## src/rtl/noc_shell_pkg.sv

```systemverilog
// Shared definitions for the single-port NoC shell
// Stream beat struct and CHDR header field types
// Packet type encoding from the header type bits
// Settings addresses, readback selectors and shell constants

`default_nettype none

package noc_shell_pkg;

   ////////////////////////////////////////
   // Stream beat and header fields
   ////////////////////////////////////////

   // One 64-bit stream beat with its last marker
   typedef struct packed {
      logic        tlast;
      logic [63:0] tdata;
   } chdr_beat_t;

   // Built from header bits {63, 62, 60}
   typedef enum logic [2:0] {
      DATA     = 3'd0,
      DATA_EOB = 3'd1,
      FC_RESP  = 3'd2,
      FC_ACK   = 3'd3,
      CMD      = 3'd4,
      CMD_EOB  = 3'd5,
      RESP     = 3'd6,
      RESP_ERR = 3'd7
   } pkt_type_e;

   typedef logic [11:0] seqnum_t;
   typedef logic [15:0] pkt_len_t;
   typedef logic [15:0] sid_t;
   typedef logic [7:0]  set_addr_t;
   typedef logic [31:0] set_data_t;
   typedef logic [63:0] rb_data_t;
   typedef logic [2:0]  rb_sel_t;

   ////////////////////////////////////////
   // Settings and readback map
   ////////////////////////////////////////

   localparam set_addr_t SR_RB_ADDR      = 8'd124;
   localparam set_addr_t SR_SRC_SID      = 8'd128;
   localparam set_addr_t SR_NEXT_DST_SID = 8'd129;

   localparam rb_sel_t RB_NOC_ID          = 3'd0;
   localparam rb_sel_t RB_BLOCK_PORT_SIDS = 3'd4;
   localparam rb_sel_t RB_USER_RB_DATA    = 3'd5;
   localparam rb_sel_t RB_COMPAT_NUM      = 3'd6;

   localparam logic [31:0] COMPAT_MAJOR = 32'd4;
   localparam logic [31:0] COMPAT_MINOR = 32'd0;

   // Answer for an unknown readback selector
   localparam rb_data_t RB_BAD_ADDR = 64'h0BAD_C0DE_0BAD_C0DE;

   // Header plus one readback beat, in bytes
   localparam pkt_len_t RESP_LEN = 16'd16;

endpackage

`default_nettype wire

```

## src/rtl/pkt_type_router.sv

```systemverilog
// Input packet router
// Decodes the packet type from the first beat and steers the whole packet
// to the stream sink, the command processor, or a discard sink

`default_nettype none

module pkt_type_router (
   input  wire                             clk,
   input  wire                             reset,
   input  wire noc_shell_pkg::chdr_beat_t  i_in_beat,
   input  wire                             i_in_valid,
   output logic                            o_in_ready,
   output noc_shell_pkg::chdr_beat_t       o_data_beat,
   output logic                            o_data_valid,
   input  wire                             i_data_ready,
   output noc_shell_pkg::chdr_beat_t       o_cmd_beat,
   output logic                            o_cmd_valid,
   input  wire                             i_cmd_ready
);

   typedef enum logic [1:0] {
      DEST_DATA,
      DEST_CMD,
      DEST_DROP
   } dest_e;

   noc_shell_pkg::pkt_type_e hdr_type;
   dest_e                    hdr_dest;
   dest_e                    held_dest;
   dest_e                    cur_dest;
   logic                     first_beat;

   assign hdr_type = noc_shell_pkg::pkt_type_e'({i_in_beat.tdata[63:62], i_in_beat.tdata[60]});

   // FC ACK stays in line with data while flow-control and response packets are dropped
   always_comb begin
      case (hdr_type)
         noc_shell_pkg::DATA,
         noc_shell_pkg::DATA_EOB,
         noc_shell_pkg::FC_ACK:   hdr_dest = DEST_DATA;
         noc_shell_pkg::CMD,
         noc_shell_pkg::CMD_EOB:  hdr_dest = DEST_CMD;
         default:                 hdr_dest = DEST_DROP;
      endcase
   end

   // Header decides and later beats follow the held choice
   assign cur_dest = first_beat ? hdr_dest : held_dest;

   assign o_data_beat  = i_in_beat;
   assign o_cmd_beat   = i_in_beat;
   assign o_data_valid = i_in_valid && (cur_dest == DEST_DATA);
   assign o_cmd_valid  = i_in_valid && (cur_dest == DEST_CMD);

   always_comb begin
      case (cur_dest)
         DEST_DATA: o_in_ready = i_data_ready;
         DEST_CMD:  o_in_ready = i_cmd_ready;
         default:   o_in_ready = 1'b1;
      endcase
   end

   always_ff @(posedge clk) begin
      if (reset) begin
         first_beat <= 1'b1;
         held_dest  <= DEST_DROP;
      end else if (i_in_valid && o_in_ready) begin
         first_beat <= i_in_beat.tlast;
         held_dest  <= cur_dest;
      end
   end

endmodule

`default_nettype wire

```

## src/rtl/cmd_pkt_proc.sv

```systemverilog
// Command packet processor
// Turns each command packet into one settings-bus write,
// waits for the readback word and answers with a two-beat response
// Only one command is in flight at a time

`default_nettype none

module cmd_pkt_proc (
   input  wire                             clk,
   input  wire                             reset,
   input  wire noc_shell_pkg::chdr_beat_t  i_cmd_beat,
   input  wire                             i_cmd_valid,
   output logic                            o_cmd_ready,
   output logic                            o_set_stb,
   output noc_shell_pkg::set_addr_t        o_set_addr,
   output noc_shell_pkg::set_data_t        o_set_data,
   input  wire                             i_rb_stb,
   input  wire noc_shell_pkg::rb_data_t    i_rb_data,
   output noc_shell_pkg::chdr_beat_t       o_resp_beat,
   output logic                            o_resp_valid,
   input  wire                             i_resp_ready
);

   typedef enum logic [2:0] {
      HEADER,
      PAYLOAD,
      DRAIN,
      WAIT_RB,
      RESP_HDR,
      RESP_DATA
   } state_e;

   // Header type bits of a response packet
   localparam logic [2:0] RESP_TYPE = noc_shell_pkg::RESP;

   state_e                  state;
   logic                    cmd_xfer;
   logic                    rb_take;
   noc_shell_pkg::seqnum_t  seqnum;
   noc_shell_pkg::sid_t     cmd_src_sid;
   noc_shell_pkg::sid_t     cmd_dst_sid;
   noc_shell_pkg::rb_data_t rb_word;
   logic [63:0]             resp_hdr;

   assign o_cmd_ready = (state == HEADER) || (state == PAYLOAD) || (state == DRAIN);
   assign cmd_xfer    = i_cmd_valid && o_cmd_ready;

   // Readback is stale while the strobe is still out
   assign rb_take = (state == WAIT_RB) && i_rb_stb && !o_set_stb;

   ////////////////////////////////////////
   // Control FSM
   ////////////////////////////////////////

   always_ff @(posedge clk) begin
      if (reset) begin
         state     <= HEADER;
         o_set_stb <= 1'b0;
      end else begin
         o_set_stb <= 1'b0;
         case (state)
            HEADER: begin
               // A header-only command carries no write and is dropped
               if (cmd_xfer && !i_cmd_beat.tlast) begin
                  state <= PAYLOAD;
               end
            end
            PAYLOAD: begin
               if (cmd_xfer) begin
                  o_set_stb <= 1'b1;
                  state     <= i_cmd_beat.tlast ? WAIT_RB : DRAIN;
               end
            end
            DRAIN: begin
               if (cmd_xfer && i_cmd_beat.tlast) begin
                  state <= WAIT_RB;
               end
            end
            WAIT_RB: begin
               if (rb_take) begin
                  state <= RESP_HDR;
               end
            end
            RESP_HDR: begin
               if (i_resp_ready) begin
                  state <= RESP_DATA;
               end
            end
            RESP_DATA: begin
               if (i_resp_ready) begin
                  state <= HEADER;
               end
            end
            default: state <= HEADER;
         endcase
      end
   end

   ////////////////////////////////////////
   // Captured fields
   ////////////////////////////////////////

   always_ff @(posedge clk) begin
      if ((state == HEADER) && cmd_xfer) begin
         seqnum      <= i_cmd_beat.tdata[59:48];
         cmd_src_sid <= i_cmd_beat.tdata[31:16];
         cmd_dst_sid <= i_cmd_beat.tdata[15:0];
      end
      if ((state == PAYLOAD) && cmd_xfer) begin
         o_set_addr <= i_cmd_beat.tdata[39:32];
         o_set_data <= i_cmd_beat.tdata[31:0];
      end
      if (rb_take) begin
         rb_word <= i_rb_data;
      end
   end

   // Response goes back to the sender, so the SIDs swap
   assign resp_hdr  = {RESP_TYPE[2:1], 1'b0, RESP_TYPE[0], seqnum,
                       noc_shell_pkg::RESP_LEN, cmd_dst_sid, cmd_src_sid};

   assign o_resp_valid = (state == RESP_HDR) || (state == RESP_DATA);

   always_comb begin
      o_resp_beat.tlast = (state == RESP_DATA);
      o_resp_beat.tdata = (state == RESP_DATA) ? rb_word : resp_hdr;
   end

endmodule

`default_nettype wire

```

## src/rtl/shell_regs.sv

```systemverilog
// Shell settings registers and readback mux
// Holds the block SID, next destination SID and readback selector
// Registers the selected readback word and its strobe every cycle

`default_nettype none

module shell_regs #(
   parameter noc_shell_pkg::rb_data_t NOC_ID = 64'hDEAD_BEEF_0123_4567
) (
   input  wire                           clk,
   input  wire                           reset,
   input  wire                           i_set_stb,
   input  wire noc_shell_pkg::set_addr_t i_set_addr,
   input  wire noc_shell_pkg::set_data_t i_set_data,
   input  wire                           i_rb_stb,
   input  wire noc_shell_pkg::rb_data_t  i_rb_data,
   output logic                          o_rb_stb,
   output noc_shell_pkg::rb_data_t       o_rb_data,
   output noc_shell_pkg::sid_t           o_src_sid,
   output noc_shell_pkg::sid_t           o_next_dst_sid
);

   noc_shell_pkg::rb_sel_t rb_sel;
   logic                   sel_ready;

   ////////////////////////////////////////
   // Settings registers
   ////////////////////////////////////////

   always_ff @(posedge clk) begin
      if (reset) begin
         o_src_sid      <= '0;
         o_next_dst_sid <= '0;
         rb_sel         <= noc_shell_pkg::RB_NOC_ID;
      end else if (i_set_stb) begin
         case (i_set_addr)
            noc_shell_pkg::SR_SRC_SID:      o_src_sid      <= i_set_data[15:0];
            noc_shell_pkg::SR_NEXT_DST_SID: o_next_dst_sid <= i_set_data[15:0];
            noc_shell_pkg::SR_RB_ADDR:      rb_sel         <= i_set_data[2:0];
            default: ;
         endcase
      end
   end

   ////////////////////////////////////////
   // Readback mux
   ////////////////////////////////////////

   // Only the user source can be slow to answer
   assign sel_ready = (rb_sel != noc_shell_pkg::RB_USER_RB_DATA) || i_rb_stb;

   // Dropped on any write so a response never carries the old selection
   always_ff @(posedge clk) begin
      if (reset) begin
         o_rb_stb <= 1'b0;
      end else begin
         o_rb_stb <= sel_ready && !i_set_stb;
      end
   end

   always_ff @(posedge clk) begin
      case (rb_sel)
         noc_shell_pkg::RB_NOC_ID:
            o_rb_data <= NOC_ID;
         noc_shell_pkg::RB_BLOCK_PORT_SIDS:
            o_rb_data <= {o_src_sid, o_next_dst_sid, 32'd0};
         noc_shell_pkg::RB_USER_RB_DATA:
            o_rb_data <= i_rb_data;
         noc_shell_pkg::RB_COMPAT_NUM:
            o_rb_data <= {noc_shell_pkg::COMPAT_MAJOR, noc_shell_pkg::COMPAT_MINOR};
         default:
            o_rb_data <= noc_shell_pkg::RB_BAD_ADDR;
      endcase
   end

endmodule

`default_nettype wire

```

## src/rtl/output_arbiter.sv

```systemverilog
// Output merge of the stream source and command responses
// Round-robin between the two inputs, locked for a whole packet
// so packets never interleave on the output

`default_nettype none

module output_arbiter (
   input  wire                             clk,
   input  wire                             reset,
   input  wire noc_shell_pkg::chdr_beat_t  i_src_beat,
   input  wire                             i_src_valid,
   output logic                            o_src_ready,
   input  wire noc_shell_pkg::chdr_beat_t  i_resp_beat,
   input  wire                             i_resp_valid,
   output logic                            o_resp_ready,
   output noc_shell_pkg::chdr_beat_t       o_out_beat,
   output logic                            o_out_valid,
   input  wire                             i_out_ready
);

   logic locked;
   logic locked_resp;
   logic last_resp;
   logic sel_resp;

   // A high grant select picks the response input
   always_comb begin
      if (locked) begin
         sel_resp = locked_resp;
      end else if (i_src_valid && i_resp_valid) begin
         sel_resp = !last_resp;
      end else begin
         sel_resp = i_resp_valid;
      end
   end

   assign o_out_beat   = sel_resp ? i_resp_beat : i_src_beat;
   assign o_out_valid  = sel_resp ? i_resp_valid : i_src_valid;
   assign o_src_ready  = !sel_resp && i_out_ready;
   assign o_resp_ready = sel_resp && i_out_ready;

   ////////////////////////////////////////
   // Lock and round-robin state
   ////////////////////////////////////////

   // Lock as soon as a first beat shows, so a stalled beat stays put
   always_ff @(posedge clk) begin
      if (reset) begin
         locked      <= 1'b0;
         locked_resp <= 1'b0;
         last_resp   <= 1'b1;
      end else if (o_out_valid) begin
         if (!locked) begin
            last_resp <= sel_resp;
         end
         if (i_out_ready && o_out_beat.tlast) begin
            locked <= 1'b0;
         end else begin
            locked      <= 1'b1;
            locked_resp <= sel_resp;
         end
      end
   end

endmodule

`default_nettype wire

```

## src/rtl/noc_shell_top.sv

```systemverilog
// Single-port NoC shell top level
// Packet type router, command processor, shell registers
// and the output arbiter that merges responses with the stream source

`default_nettype none

module noc_shell_top #(
   parameter noc_shell_pkg::rb_data_t NOC_ID = 64'hDEAD_BEEF_0123_4567
) (
   input  wire                             clk,
   input  wire                             reset,
   // Input from the crossbar
   input  wire noc_shell_pkg::chdr_beat_t  i_in_beat,
   input  wire                             i_in_valid,
   output logic                            o_in_ready,
   // Output to the crossbar
   output noc_shell_pkg::chdr_beat_t       o_out_beat,
   output logic                            o_out_valid,
   input  wire                             i_out_ready,
   // Stream sink
   output noc_shell_pkg::chdr_beat_t       o_sink_beat,
   output logic                            o_sink_valid,
   input  wire                             i_sink_ready,
   // Stream source
   input  wire noc_shell_pkg::chdr_beat_t  i_src_beat,
   input  wire                             i_src_valid,
   output logic                            o_src_ready,
   // Settings bus and user readback
   output logic                            o_set_stb,
   output noc_shell_pkg::set_addr_t        o_set_addr,
   output noc_shell_pkg::set_data_t        o_set_data,
   input  wire                             i_rb_stb,
   input  wire noc_shell_pkg::rb_data_t    i_rb_data,
   // Stream IDs
   output noc_shell_pkg::sid_t             o_src_sid,
   output noc_shell_pkg::sid_t             o_next_dst_sid
);

   noc_shell_pkg::chdr_beat_t cmd_beat;
   logic                      cmd_valid;
   logic                      cmd_ready;
   noc_shell_pkg::chdr_beat_t resp_beat;
   logic                      resp_valid;
   logic                      resp_ready;
   logic                      rb_stb;
   noc_shell_pkg::rb_data_t   rb_data;

   pkt_type_router u_router (
      .clk          (clk),
      .reset        (reset),
      .i_in_beat    (i_in_beat),
      .i_in_valid   (i_in_valid),
      .o_in_ready   (o_in_ready),
      .o_data_beat  (o_sink_beat),
      .o_data_valid (o_sink_valid),
      .i_data_ready (i_sink_ready),
      .o_cmd_beat   (cmd_beat),
      .o_cmd_valid  (cmd_valid),
      .i_cmd_ready  (cmd_ready)
   );

   cmd_pkt_proc u_cmd_proc (
      .clk          (clk),
      .reset        (reset),
      .i_cmd_beat   (cmd_beat),
      .i_cmd_valid  (cmd_valid),
      .o_cmd_ready  (cmd_ready),
      .o_set_stb    (o_set_stb),
      .o_set_addr   (o_set_addr),
      .o_set_data   (o_set_data),
      .i_rb_stb     (rb_stb),
      .i_rb_data    (rb_data),
      .o_resp_beat  (resp_beat),
      .o_resp_valid (resp_valid),
      .i_resp_ready (resp_ready)
   );

   shell_regs #(
      .NOC_ID (NOC_ID)
   ) u_regs (
      .clk            (clk),
      .reset          (reset),
      .i_set_stb      (o_set_stb),
      .i_set_addr     (o_set_addr),
      .i_set_data     (o_set_data),
      .i_rb_stb       (i_rb_stb),
      .i_rb_data      (i_rb_data),
      .o_rb_stb       (rb_stb),
      .o_rb_data      (rb_data),
      .o_src_sid      (o_src_sid),
      .o_next_dst_sid (o_next_dst_sid)
   );

   output_arbiter u_out_arb (
      .clk          (clk),
      .reset        (reset),
      .i_src_beat   (i_src_beat),
      .i_src_valid  (i_src_valid),
      .o_src_ready  (o_src_ready),
      .i_resp_beat  (resp_beat),
      .i_resp_valid (resp_valid),
      .o_resp_ready (resp_ready),
      .o_out_beat   (o_out_beat),
      .o_out_valid  (o_out_valid),
      .i_out_ready  (i_out_ready)
   );

endmodule

`default_nettype wire

```

## config.mk

```make
export PLATFORM = sky130hd
export DESIGN_NAME = noc_shell_top
export DESIGN_NICKNAME = d
export VERILOG_FILES = /design/src/rtl/noc_shell_pkg.sv /design/src/rtl/pkt_type_router.sv /design/src/rtl/cmd_pkt_proc.sv /design/src/rtl/shell_regs.sv /design/src/rtl/output_arbiter.sv /design/src/rtl/noc_shell_top.sv
export SDC_FILE = /design/constraint.sdc
export NUM_CORES = 1
export LEC_CHECK = 0
export ABC_AREA = 1
export BUFFER_PORTS_ARGS = -buffer_cell sky130_fd_sc_hd__buf_2
export CAP_MARGIN = 20
export CORE_MARGIN = 3
export CORE_UTILIZATION = 36
export CTS_CLUSTER_DIAMETER = 80
export DETAILED_ROUTE_END_ITERATION = 16
export GPL_ROUTABILITY_DRIVEN = 0
export PLACE_DENSITY = 0.67
export SLEW_MARGIN = 20
export SYNTH_ARGS = -nofsm -noshare
export SYNTH_HDL_FRONTEND = slang
export SYNTH_SLANG_ARGS = --single-unit
```

## constraint.sdc

```tcl
create_clock -name clk -period 10.6 [get_ports clk]
set_clock_uncertainty 0.2 [all_clocks]
set_input_delay 0.53 -clock clk [delete_from_list [all_inputs] [get_ports clk]]
set_output_delay 0.53 -clock clk [all_outputs]
set_load 0.005 [all_outputs]
```

[After elaboration in Yosys (flattened, before gate mapping)]
Cells that the tools add are included.
Operators by class
  equal/unequal tests: 23
  bitwise logic cells: 3
  muxes and demuxes: 19
  reductions and logical operators: 36
Operators by type and width (count)
  64-bit one-hot mux with 4 select lines: 1
  65-bit 2-to-1 mux: 1
  64-bit 2-to-1 mux: 1
  3-bit == test (second input constant): 7
  3-bit 2-to-1 mux: 6
  3-bit one-hot mux with 6 select lines: 1
  8-bit == test (second input constant): 2
  1-bit logical AND: 15
  2-bit AND reduction: 5
  3-bit by 2-bit == test with 1-bit output (second input constant): 3
  3-bit logical NOT: 3
  8-bit by 7-bit == test with 1-bit output (second input constant): 1
  2-bit inequality test (second input constant): 4
  3-bit by 1-bit == test with 1-bit output (second input constant): 2
  1-bit 2-to-1 mux: 6
  6-bit AND reduction: 1
  1-bit logical NOT: 4
  1-bit logical OR: 4
  2-bit by 1-bit inequality test with 1-bit output (second input constant): 2
  2-bit one-hot mux with 2 select lines: 1
  2-bit OR reduction: 2
  3-bit inequality test (second input constant): 1
  1-bit inverter: 3
  3-bit OR reduction: 1
  other kinds (4): 4
Storage, ports and cells
  word-level logic and storage cells: 99
  output and inout bits: 207
  bits of input ports: 201
  register bits after elaboration: 258

[Depth between registers and ports, before layout]
Gate-level depths: netlist (run 1).
  depth in word-level cells: 10
  depth in mapped cells: 12
  depth with buffers taken out: 12

[By module]
A second synthesis (run 1) with hierarchy kept.
Unflattened totals
  cells, all modules: 1292
  area total of the unflattened synthesis: 11628.7 µm²
Modules (own cells, without submodules)
  cmd_pkt_proc: sequential area each 4524.3 µm², instances 1, cells each 392, area each 5547.8 µm²
  shell_regs: sequential area each 2001.9 µm², instances 1, cells each 484, area each 3804.9 µm²
  pkt_type_router: sequential area each 60.1 µm², instances 1, cells each 178, area each 1248.7 µm²
  output_arbiter: sequential area each 60.1 µm², instances 1, cells each 238, area each 1027.2 µm²

[Worst setup path before layout (run 1)]
No wires, ideal clock.
  kind: reg2reg
  from: register u_cmd_proc.state[1]
  to: register u_cmd_proc.rb_word[0] (enable)
  path slack: 4.826 ns
  setup time: 0.564 ns
  clock period less this slack: 5.774 ns
  path buffers: 0
  data arrival time: 5.009 ns
  cell stages (with the launch flop): 5
  data required time: 9.836 ns
  cell sequence: dfxtp_1 nand2_1 nor2_1 inv_1 nor3_1
On the way
  cells in the longest elaborated chain, start to end: 3
RTL lines
  from (decl): line cmd_pkt_proc.sv:36  | state_e state;
  from (signal assigned): line cmd_pkt_proc.sv:71  | state <= i_cmd_beat.tlast ? WAIT_RB : DRAIN;
  3-bit by 2-bit == test with 1-bit output: line cmd_pkt_proc.sv:49  | assign rb_take = (state == WAIT_RB) && i_rb_stb && !o_set_stb;
  1-bit logical AND (2 in a row): line cmd_pkt_proc.sv:49
  via u_cmd_proc.rb_take: line cmd_pkt_proc.sv:38  | logic rb_take;
  to (signal assigned): line cmd_pkt_proc.sv:114  | rb_word <= i_rb_data;
  to (decl): line cmd_pkt_proc.sv:42  | noc_shell_pkg::rb_data_t rb_word;
The timed path passes the listed nets, and every way through them passes these cells.
A chain may end at the register's enable or synchronous reset.

==> run metrics, run 1 <==
status finished clean; Inst Count DP 1615; CTS tree built; WP data arrival 3.02 ns; post-synthesis cell type count 31; H-tree depth 1; chip width 173.2 um; core area about 27000 um2; Area Overhead vs Synth 36.46%; Syn. warnings 0; Crit Path Max Fanout 46; most frequent cell after synthesis nand2_1; WL final 33.60 mm; Starting Density 0.3702; Setup Buffers After CTS 0; Worst-Margin Slew 0.9366 ns; async set-reset flop share out of synthesis 0; P_leak 0.005986 uW; Synthesized Nets 1153; power density cells 166.4 nW/um2; First DRT Iteration DRCs 543; Final min period ~3.7 ns; Slew HR 0.3756; Yosys reg bits between 200 and 300; worst min-delay path category input pin to register; Final Hold Viols 0; CP endpoint kind primary output; Post-synth EDFFs around 150; CTS clk-pin slew, worst paths 0.06 ns; total iterations of the first detailed-routing run 5; Post-DRT Antenna Nets 0; Max clock buf depth 3; cell taking the most area after synthesis edfxtp_1; setup_tns 0 ns; layout cells sized above 1 0.3316; routed vias 8317; Seq/Total Area, Yosys 0.6606; Die H between 150 and 200 um; IO Pins 408; Synth Instances 952; Die ar. 29990 um2; Mapped Area 10060 um2; Synth top cells by count nand2_1, edfxtp_1, dfxtp_1, nor2_1, buf_4; unrepaired setup endpoints after global routing false; Synth top area share 0.4417; Synth Flop Type edfxtp_1; final worst path period share 0.3534; Routed WL per cell 19.10 um; CTS buffer count 28; largest net degree at the start of global routing between 60 and 70; total power draw 2284 uW; Tot GR Track Use 0.2160; FF-to-FF setup slack 7.90 ns; port bufs roughly 390; Setup CP Type register to primary output; Worst VDD drop 111.2 uV; worst hold margin roughly 0.020 ns; # setup viols final 0; max cap viols 0; fmax approximately 0.27 GHz; final slew viol count 0; Nets 1563; startpoint types register; gr ovfl total 0; Mean Syn Cell Area 10.57 um2; post-route insts no fill 1759; Post-DP HPWL between 20 and 25 mm; vias in the first global route between 8000 and 9000; initial antenna violation count 5; first-pass GRT wire length 49.76 mm; synth top area cells edfxtp_1, dfxtp_1, nand2_1, buf_4, nor2_1; post-cts resize count 0; Clock Latency Late Sink 0.53 ns; WP data required 9.87 ns; clock sink count 258; Post-route DRC 0; via density per instance around 4.7; FP Rows 60; root buffer cell clkbuf_16
[cells by family (layout without fill, tap and decap cells)]
| family | count (synthesis) | after routing | share of synthesized area |
|---|---|---|---|
| AND/OR/NAND/NOR | 366 | 366 | 0.1487 |
| flip-flops | 258 | 258 | 0.6606 |
| buffers and inverters | 172 | 604 | 0.09576 |
| AO/OA/AOI/OAI | 155 | 155 | 0.09402 |
| XOR/XNOR | 1 | 1 | 0.0008707 |
| other | 0 | 3 | 0 |
[area by class of cell]
class / instances / area, um2
clock inverters: 17 / 225.2
well taps: 372 / 465.4
inverters: 66 / 249.0
flip-flops and latches: 258 / 6646
fillers: 2458 / 13450
clock buffers: 35 / 769.5
diodes: 3 / 7.507
multi-input cells: 522 / 2469
repair buffers: 486 / 2898
[registers in the layout (all words and copies together), names as in the netlist, 3 cells and up]
register                cells
u_cmd_proc.seqnum          12
u_regs.o_src_sid           16
u_regs.rb_sel               3
u_cmd_proc.o_set_data      32
u_cmd_proc.state            3
u_regs.o_rb_data           64
u_cmd_proc.cmd_dst_sid     16
u_regs.o_next_dst_sid      16
u_cmd_proc.o_set_addr       8
u_cmd_proc.cmd_src_sid     16
u_cmd_proc.rb_word         64
[routing by layer]
metal / GRT usage / vias up / wire [um]
li1: - / 3987 / -
met1: 0.2610 / 3859 / 13330
met2: 0.3805 / 380 / 16700
met3: 0.04018 / 87 / 2095
met4: 0.08750 / 4 / 1437
met5: 0 / - / 34
[cell usage in the layout (no fill, tap or decap), types with 24 or more instances in the layout]
cell           synthesis  layout
clkbuf_16              0      30
buf_2                 13     389
dfxtp_1              110     110
nand2_1              211     211
o21ai_0               57      57
edfxtp_1             148     148
dlygate4sd3_1          0      89
nor2_1               110     109
inv_1                 60      60
a31oi_1               44      44
nand3_1               24      24
[worst paths after layout]
check | start | endpoint | cells past startpoint
max | u_cmd_proc.state[2] | o_out_beat[6] | 8
min | i_in_beat[52] | u_cmd_proc.seqnum[4] | 1
max reg2reg | u_cmd_proc.state[2] | u_out_arb.locked_resp | 10
min reg2reg | u_regs.o_rb_data[55] | u_cmd_proc.rb_word[55] | 0
[timing repair]
item | in CTS | in global routing
hold buffers | 89 | 0
hold endpoints to repair | 111 | 0
endpoints found under the setup margin | 0 | 0
[worst max-delay path, stage by stage, from the launching register on]
cell     delay [ns]
dfxtp_1        0.43
inv_2          0.10
nor2_4         0.12
inv_2          0.08
nor2_8         0.59
inv_2          0.60
nand2_1        0.20
a31oi_1        0.15
buf_2          0.18
[per-stage QoR]
stage / util / instance area (um2) / setup slack [ns]
3_5_place_dp: 0.4355 / 11840 / 7.412
3_3_place_gp: 0.4355 / 11840 / 7.452
2_1_floorplan: - / 10060 / 4.826
6_report: 0.5052 / 13730 / 6.854
5_1_grt: 0.5052 / 13730 / 6.621
4_1_cts: 0.5049 / 13720 / 6.795
[report_power, final]
part           total, uW  switching, uW  internal (uW)
clock network       1040            400            638
logic                176           85.0           90.8
registers           1070           5.15           1060
Power figures use the tool's default switching activity.
==> run 2: changes to the inputs <==
--- a/config.mk
+++ b/config.mk
@@ -5,7 +5,7 @@
 export SDC_FILE = /design/constraint.sdc
 export NUM_CORES = 1
 export LEC_CHECK = 0
-export ABC_AREA = 1
+export ABC_AREA = 0
 export BUFFER_PORTS_ARGS = -buffer_cell sky130_fd_sc_hd__buf_2
 export CAP_MARGIN = 20
 export CORE_MARGIN = 3
@@ -13,7 +13,7 @@
 export CTS_CLUSTER_DIAMETER = 80
 export DETAILED_ROUTE_END_ITERATION = 16
 export GPL_ROUTABILITY_DRIVEN = 0
-export PLACE_DENSITY = 0.67
+export PLACE_DENSITY = 0.66
 export SLEW_MARGIN = 20
 export SYNTH_ARGS = -nofsm -noshare
 export SYNTH_HDL_FRONTEND = slang
==> constraint.sdc (replaced) <==
create_clock -name clk -period 3.5 [get_ports clk]
set_clock_uncertainty 0.2 [all_clocks]
set_input_delay 0.175 -clock clk [delete_from_list [all_inputs] [get_ports clk]]
set_output_delay 0.175 -clock clk [all_outputs]
set_load 0.005 [all_outputs]
==> run 2 against run 1 <==
  * Sequential power increased to 3.0 times the previous value
  * Hold slack improved by 0.014 ns
  * Register-to-register slack got worse by 7.4 ns
  * Largest cell class unchanged
  * Largest power group unchanged
  * Highest routed layer unchanged
==> run metrics, run 2 <==
post-synthesis cell type count 52; most frequent cells in the layout buf_2, nand2_1, edfxtp_1; Nets 1565; startpoint types register; WL final 32.87 mm; Final Hold Viols 0; root buffer cell clkbuf_16; Yosys reg bits 258; power density cells 466.7 nW/um2; initial antenna violation count 3; vias in the first global route 8685; Post-synth EDFFs around 150; Routed WL per cell about 19 um; routed vias 8491; Synth Flop Type edfxtp_1; wl on met1 about 14 mm; WP data arrival 2.82 ns; Slew HR 0.2487; Area Overhead vs Synth 40.00%; cell taking the most area after synthesis edfxtp_1; total iterations of the first detailed-routing run 5; setup_tns 0 ns; CTS buffer count 28; clock sink count 258; Worst VDD drop 359.5 uV; Reg2Reg Depth 5; Synthesized Nets 1124; gr ovfl total 0; async set-reset flop share out of synthesis 0; most frequent cell after synthesis nand2_1; synth top area cells edfxtp_1, dfxtp_1, nand2_1, buf_4, mux2i_1; Critical R2R Capture u_regs.o_rb_stb; fmax 0.3130 GHz; CTS tree built; FF-to-FF setup slack 0.55 ns; Starting Density 0.3680; Synth top area share 0.4312; hold endpoint u_router.held_dest[0]; largest net degree at the start of global routing 78; Post-route DRC 0; core area 28010 um2; Setup CP Type register to primary output; RR Startpoint u_regs.rb_sel[1]; Synth Instances 923; Max clock buf depth 3; first-pass GRT wire length 49.14 mm; Syn. warnings 0; DR top layer met5; Post-DP HPWL ~23 mm; Tot GR Track Use 0.2054; # setup viols final 0; fillers 2503; most common cell after layout, fill and taps aside buf_2; Crit Path Max Fanout 20; First DRT Iteration DRCs 580; worst hold margin about 0.035 ns; hold path start i_sink_ready; H-tree depth 1; FP Rows 61; final worst-path setup slack 0.3050 ns; Die H 175.2 um; Post-DRT Antenna Nets 0; unrepaired setup endpoints after global routing false; Synth top cells by count nand2_1, edfxtp_1, dfxtp_1, nor2_1, buf_4; Seq/Total Area, Yosys 0.6448; CTS clk-pin slew, worst paths around 0.060 ns; port bufs 389; post-route insts no fill 1766; wire length on met2 16.04 mm; Worst-Margin Slew about 1.1 ns; Hold Path Cell Cnt 3; final slew viol count 0; final worst path period share 0.9129; CP endpoint kind primary output; via density per instance 4.808; Inst Count DP 1582; worst min-delay path category input pin to register; routed length on met3 2.130 mm; chip width around 180 um; multi-input logic area around 2900 um2; IO Pins slightly above 400; Setup Buffers After CTS 0; total power draw 6734 uW; Mapped Area 10310 um2; Mean Syn Cell Area about 11 um2; pre-CTS setup slack a little over 0.8 ns; Final min period 3.195 ns; max cap viols 0; FF+latch area 6650 um2; P_leak slightly above 0.006 uW; status finished clean; Die ar. 30700 um2; layout cells sized above 1 0.3319; biggest regs u_cmd_proc.rb_word (64), u_regs.o_rb_data (64), u_cmd_proc.o_set_data (32); Clock Latency Late Sink about 0.53 ns; WP data required ~3.1 ns
## run 2: layout make-up
| type | instances | share of cell area |
|---|---|---|
| multi-input combinational | 535 | 0.2009 |
| inverter | 7 | 0.001821 |
| clock inverter | 13 | 0.01119 |
| sequential | 258 | 0.4609 |
| tap | 378 | 0.03278 |
| clock buffer | 39 | 0.05636 |
| antenna | 2 | 0.0003468 |
| timing repair buffer | 534 | 0.2358 |
## run 2: how the worst max path moves through the flow
stage / from / endpoint / cells past startpoint
floorplan: u_router.first_beat / u_cmd_proc.cmd_dst_sid[0] / 3
global placement: u_cmd_proc.state[2] / o_out_beat[29] / 6
detailed placement: u_cmd_proc.state[2] / o_out_beat[21] / 6
CTS: u_cmd_proc.state[2] / o_out_beat[21] / 6
global route: u_cmd_proc.state[1] / o_out_beat[62] / 5
finish: u_cmd_proc.state[1] / o_out_beat[63] / 5
## run 2: power by group
part / switching, uW / internal (uW)
Combinational: 180 / 258
Sequential: 14.2 / 3220
Clock: 1160 / 1910
Total: 1360 / 5380
## run 2: kinds of logic after synthesis
family,after synthesis,synth area share
simple gates,369,0.1555
flops,258,0.6448
buf+inv,130,0.07769
compound gates,122,0.07939
mux,43,0.04176
xor+xnor,1,0.0008499
## run 2: timing repair
item,in CTS,in global routing
hold buffers,130,0
gates resized for setup,0,1
hold endpoints to repair,161,0
endpoints found under the setup margin,0,12
## run 2: stage by stage
step / utilization / instance area, um2
6_report: 0.5152 / 14430
3_3_place_gp: 0.4336 / 12150
4_1_cts: 0.5149 / 14420
5_1_grt: 0.5152 / 14430
3_5_place_dp: 0.4336 / 12150
2_1_floorplan: - / 10320
## run 2: critical path: stages (launching register included)
cell and delay (ns):
dfxtp_1 0.72, nand2b_1 0.43, o31a_1 0.75, nor3_1 0.14, nor2_1 0.13, buf_2 0.12
## run 2: layer usage
| layer | up-vias | GRT usage |
|---|---|---|
| met2 | 367 | 0.3598 |
| li1 | 4061 | - |
| met5 | - | 0 |
| met3 | 73 | 0.04063 |
| met1 | 3988 | 0.2546 |
| met4 | 2 | 0.06616 |
==> run 3: changes to the inputs <==
--- a/config.mk
+++ b/config.mk
@@ -9,11 +9,11 @@
 export BUFFER_PORTS_ARGS = -buffer_cell sky130_fd_sc_hd__buf_2
 export CAP_MARGIN = 20
 export CORE_MARGIN = 3
-export CORE_UTILIZATION = 36
+export CORE_UTILIZATION = 25
 export CTS_CLUSTER_DIAMETER = 80
 export DETAILED_ROUTE_END_ITERATION = 16
 export GPL_ROUTABILITY_DRIVEN = 0
-export PLACE_DENSITY = 0.66
+export PLACE_DENSITY = 0.51
 export SLEW_MARGIN = 20
 export SYNTH_ARGS = -nofsm -noshare
 export SYNTH_HDL_FRONTEND = slang
==> run 3 against run 2 <==
  * Routed wire length up 11%
  * Largest power group unchanged
  * Global-route usage is 4.5 points lower
  * Cell area up 1.6%
  * Clock power increased by 2%
  * Non-clock buffer count grew 3
  * Clock-buffer cell count rose by 2
  * Setup slack better by 0.039 ns
==> run metrics, run 3 (synthesis results as in run 2) <==
status finished clean; CP endpoint kind primary output; chip width ~210 um; Max clock buf depth 3; Setup CP Type register to primary output; max cap viols 0; Clock Latency Late Sink around 0.56 ns; final worst path period share 0.9017; largest net degree at the start of global routing 86; FF+latch area about 6700 um2; CTS tree built; total iterations of the first detailed-routing run 5; RR Startpoint u_cmd_proc.state[2]; Sw Share 0.2143; via density per instance 4.429; Tot GR Track Use 0.1601; core area 40190 um2; routed vias approximately 8500; first-pass GRT wire length 54.01 mm; fillers 4095; Post-DRT Antenna Nets 0; CTS buffer count 30; port bufs 389; hold path start i_in_beat[64]; Gate power share 0.065; worst hold margin 0.05301 ns; Worst-Margin Slew approximately 0.98 ns; Post-route DRC 0; fmax 0.3169 GHz; unrepaired setup endpoints after global routing false; clock sink count 258; biggest regs u_cmd_proc.rb_word (64), u_regs.o_rb_data (64), u_cmd_proc.o_set_data (32); Slew HR 0.3423; Post-DP HPWL 25.58 mm; Final min period around 3.2 ns; Crit-path slowest cell dfxtp_1; most frequent cells in the layout buf_2, nand2_1, edfxtp_1; Starting Density 0.2565; root buffer cell clkbuf_16; final slew viol count 0; post-cts resize count 0; # setup viols final 0; NetSw 1458 uW; Crit Path Max Fanout 85; layout cells sized above 1 0.3367; gr ovfl total 0; power density cells 464.0 nW/um2; CTS clk-pin slew, worst paths roughly 0.060 ns; Flop pwr share 0.475; Die H between 200 and 250 um; Die ar. around 44000 um2; Area Overhead vs Synth 42.22%; vias in the first global route 8743; most common cell after layout, fill and taps aside buf_2; Worst path max stage delay between 0.6 and 0.7 ns; CP cell instances nand2b_1 > o31ai_4 > buf_12 > nor2_1 > a31oi_1 > buf_2; clock network power share 0.460; ant diodes 0; P_leak 0.006269 uW; WP data arrival 2.78 ns; FP Rows 73; IO Pins 408; startpoint types register; Worst VDD drop around 330 uV; Nets 1570; multi-input logic area 2904 um2; WL final 36.61 mm; Crit. Startpoint u_cmd_proc.state[2]; H-tree depth 1; Final Hold Viols 0; First DRT Iteration DRCs around 440; initial antenna violation count 0; setup_tns 0 ns; worst min-delay path category input pin to register; Routed WL per cell 19.09 um; WP data required 3.12 ns; P_int 5344 uW
-- run 3: cell count changes in the layout (fill, tap and decap cells not counted), moves of 2 or more --
cell	change
buf_4	+2
bufinv_16	-2
clkbuf_16	+3
clkbuf_8	-2
clkinv_1	-3
clkinv_2	+5
diode_2	-2
dlygate4sd3_1	+2
-- run 3: stage by stage --
step / area [um2] / utilization / setup slack (ns) / total power [uW] / instances
2_1_floorplan: 10320 / - / -0.3899 / 3442 / 923
3_3_place_gp: 12340 / 0.3070 / 0.9945 / 3616 / 1730
3_5_place_dp: 12340 / 0.3070 / 0.9410 / 3618 / 1730
4_1_cts: 14660 / 0.3647 / 0.3262 / 6913 / 1918
5_1_grt: 14660 / 0.3648 / 0.1117 / 7084 / 1918
6_report: 14660 / 0.3648 / 0.3439 / 6802 / 1918
-- run 3: cell type report --
cell class              count  area share
repair buffers            537      0.2337
inverters                   7    0.001792
flip-flops and latches    258      0.4537
clock inverters            15    0.008962
clock buffers              41     0.05898
multi-input cells         535      0.1981
well taps                 525     0.04481
-- run 3: timing repair --
| action | CTS | global route |
|---|---|---|
| buffers inserted | 0 | 0 |
| hold buffers | 132 | 0 |
| endpoints found under the hold margin | 164 | 0 |
-- run 3: power groups by stage --
stage	sequential, uW	clock, uW	combinational, uW
global route	3230	3370	484
floorplan	3290	0	153
finish	3230	3130	442
global placement	3290	0	321
CTS	3230	3240	443
detailed placement	3300	0	322
-- run 3: worst paths after layout --
| check | to | slack (ns) | cells after the start |
|---|---|---|---|
| setup / recovery | o_out_beat[19] | 0.34 | 6 |
| hold / removal | u_cmd_proc.o_set_stb | 0.05 | 5 |
| setup reg to reg | u_out_arb.locked | 0.66 | 6 |
| hold reg to reg | u_cmd_proc.rb_word[8] | 0.19 | 0 |
-- run 3: critical path: cells and delay by family (launching register included) --
| kind | cells | cell delay [ns] |
|---|---|---|
| AO/OA/AOI/OAI | 2 | 0.57 |
| buffers and inverters | 2 | 0.51 |
| flip-flops | 1 | 0.65 |
| AND/OR/NAND/NOR | 2 | 0.41 |
-- run 3: per-layer routing --
layer	routed length (um)	global-route usage	vias to the layer above
li1	-	-	4070
met1	16030	0.2131	3991
met2	16950	0.2602	352
met3	2527	0.03408	81
met4	1093	0.05312	0
met5	0	0	-
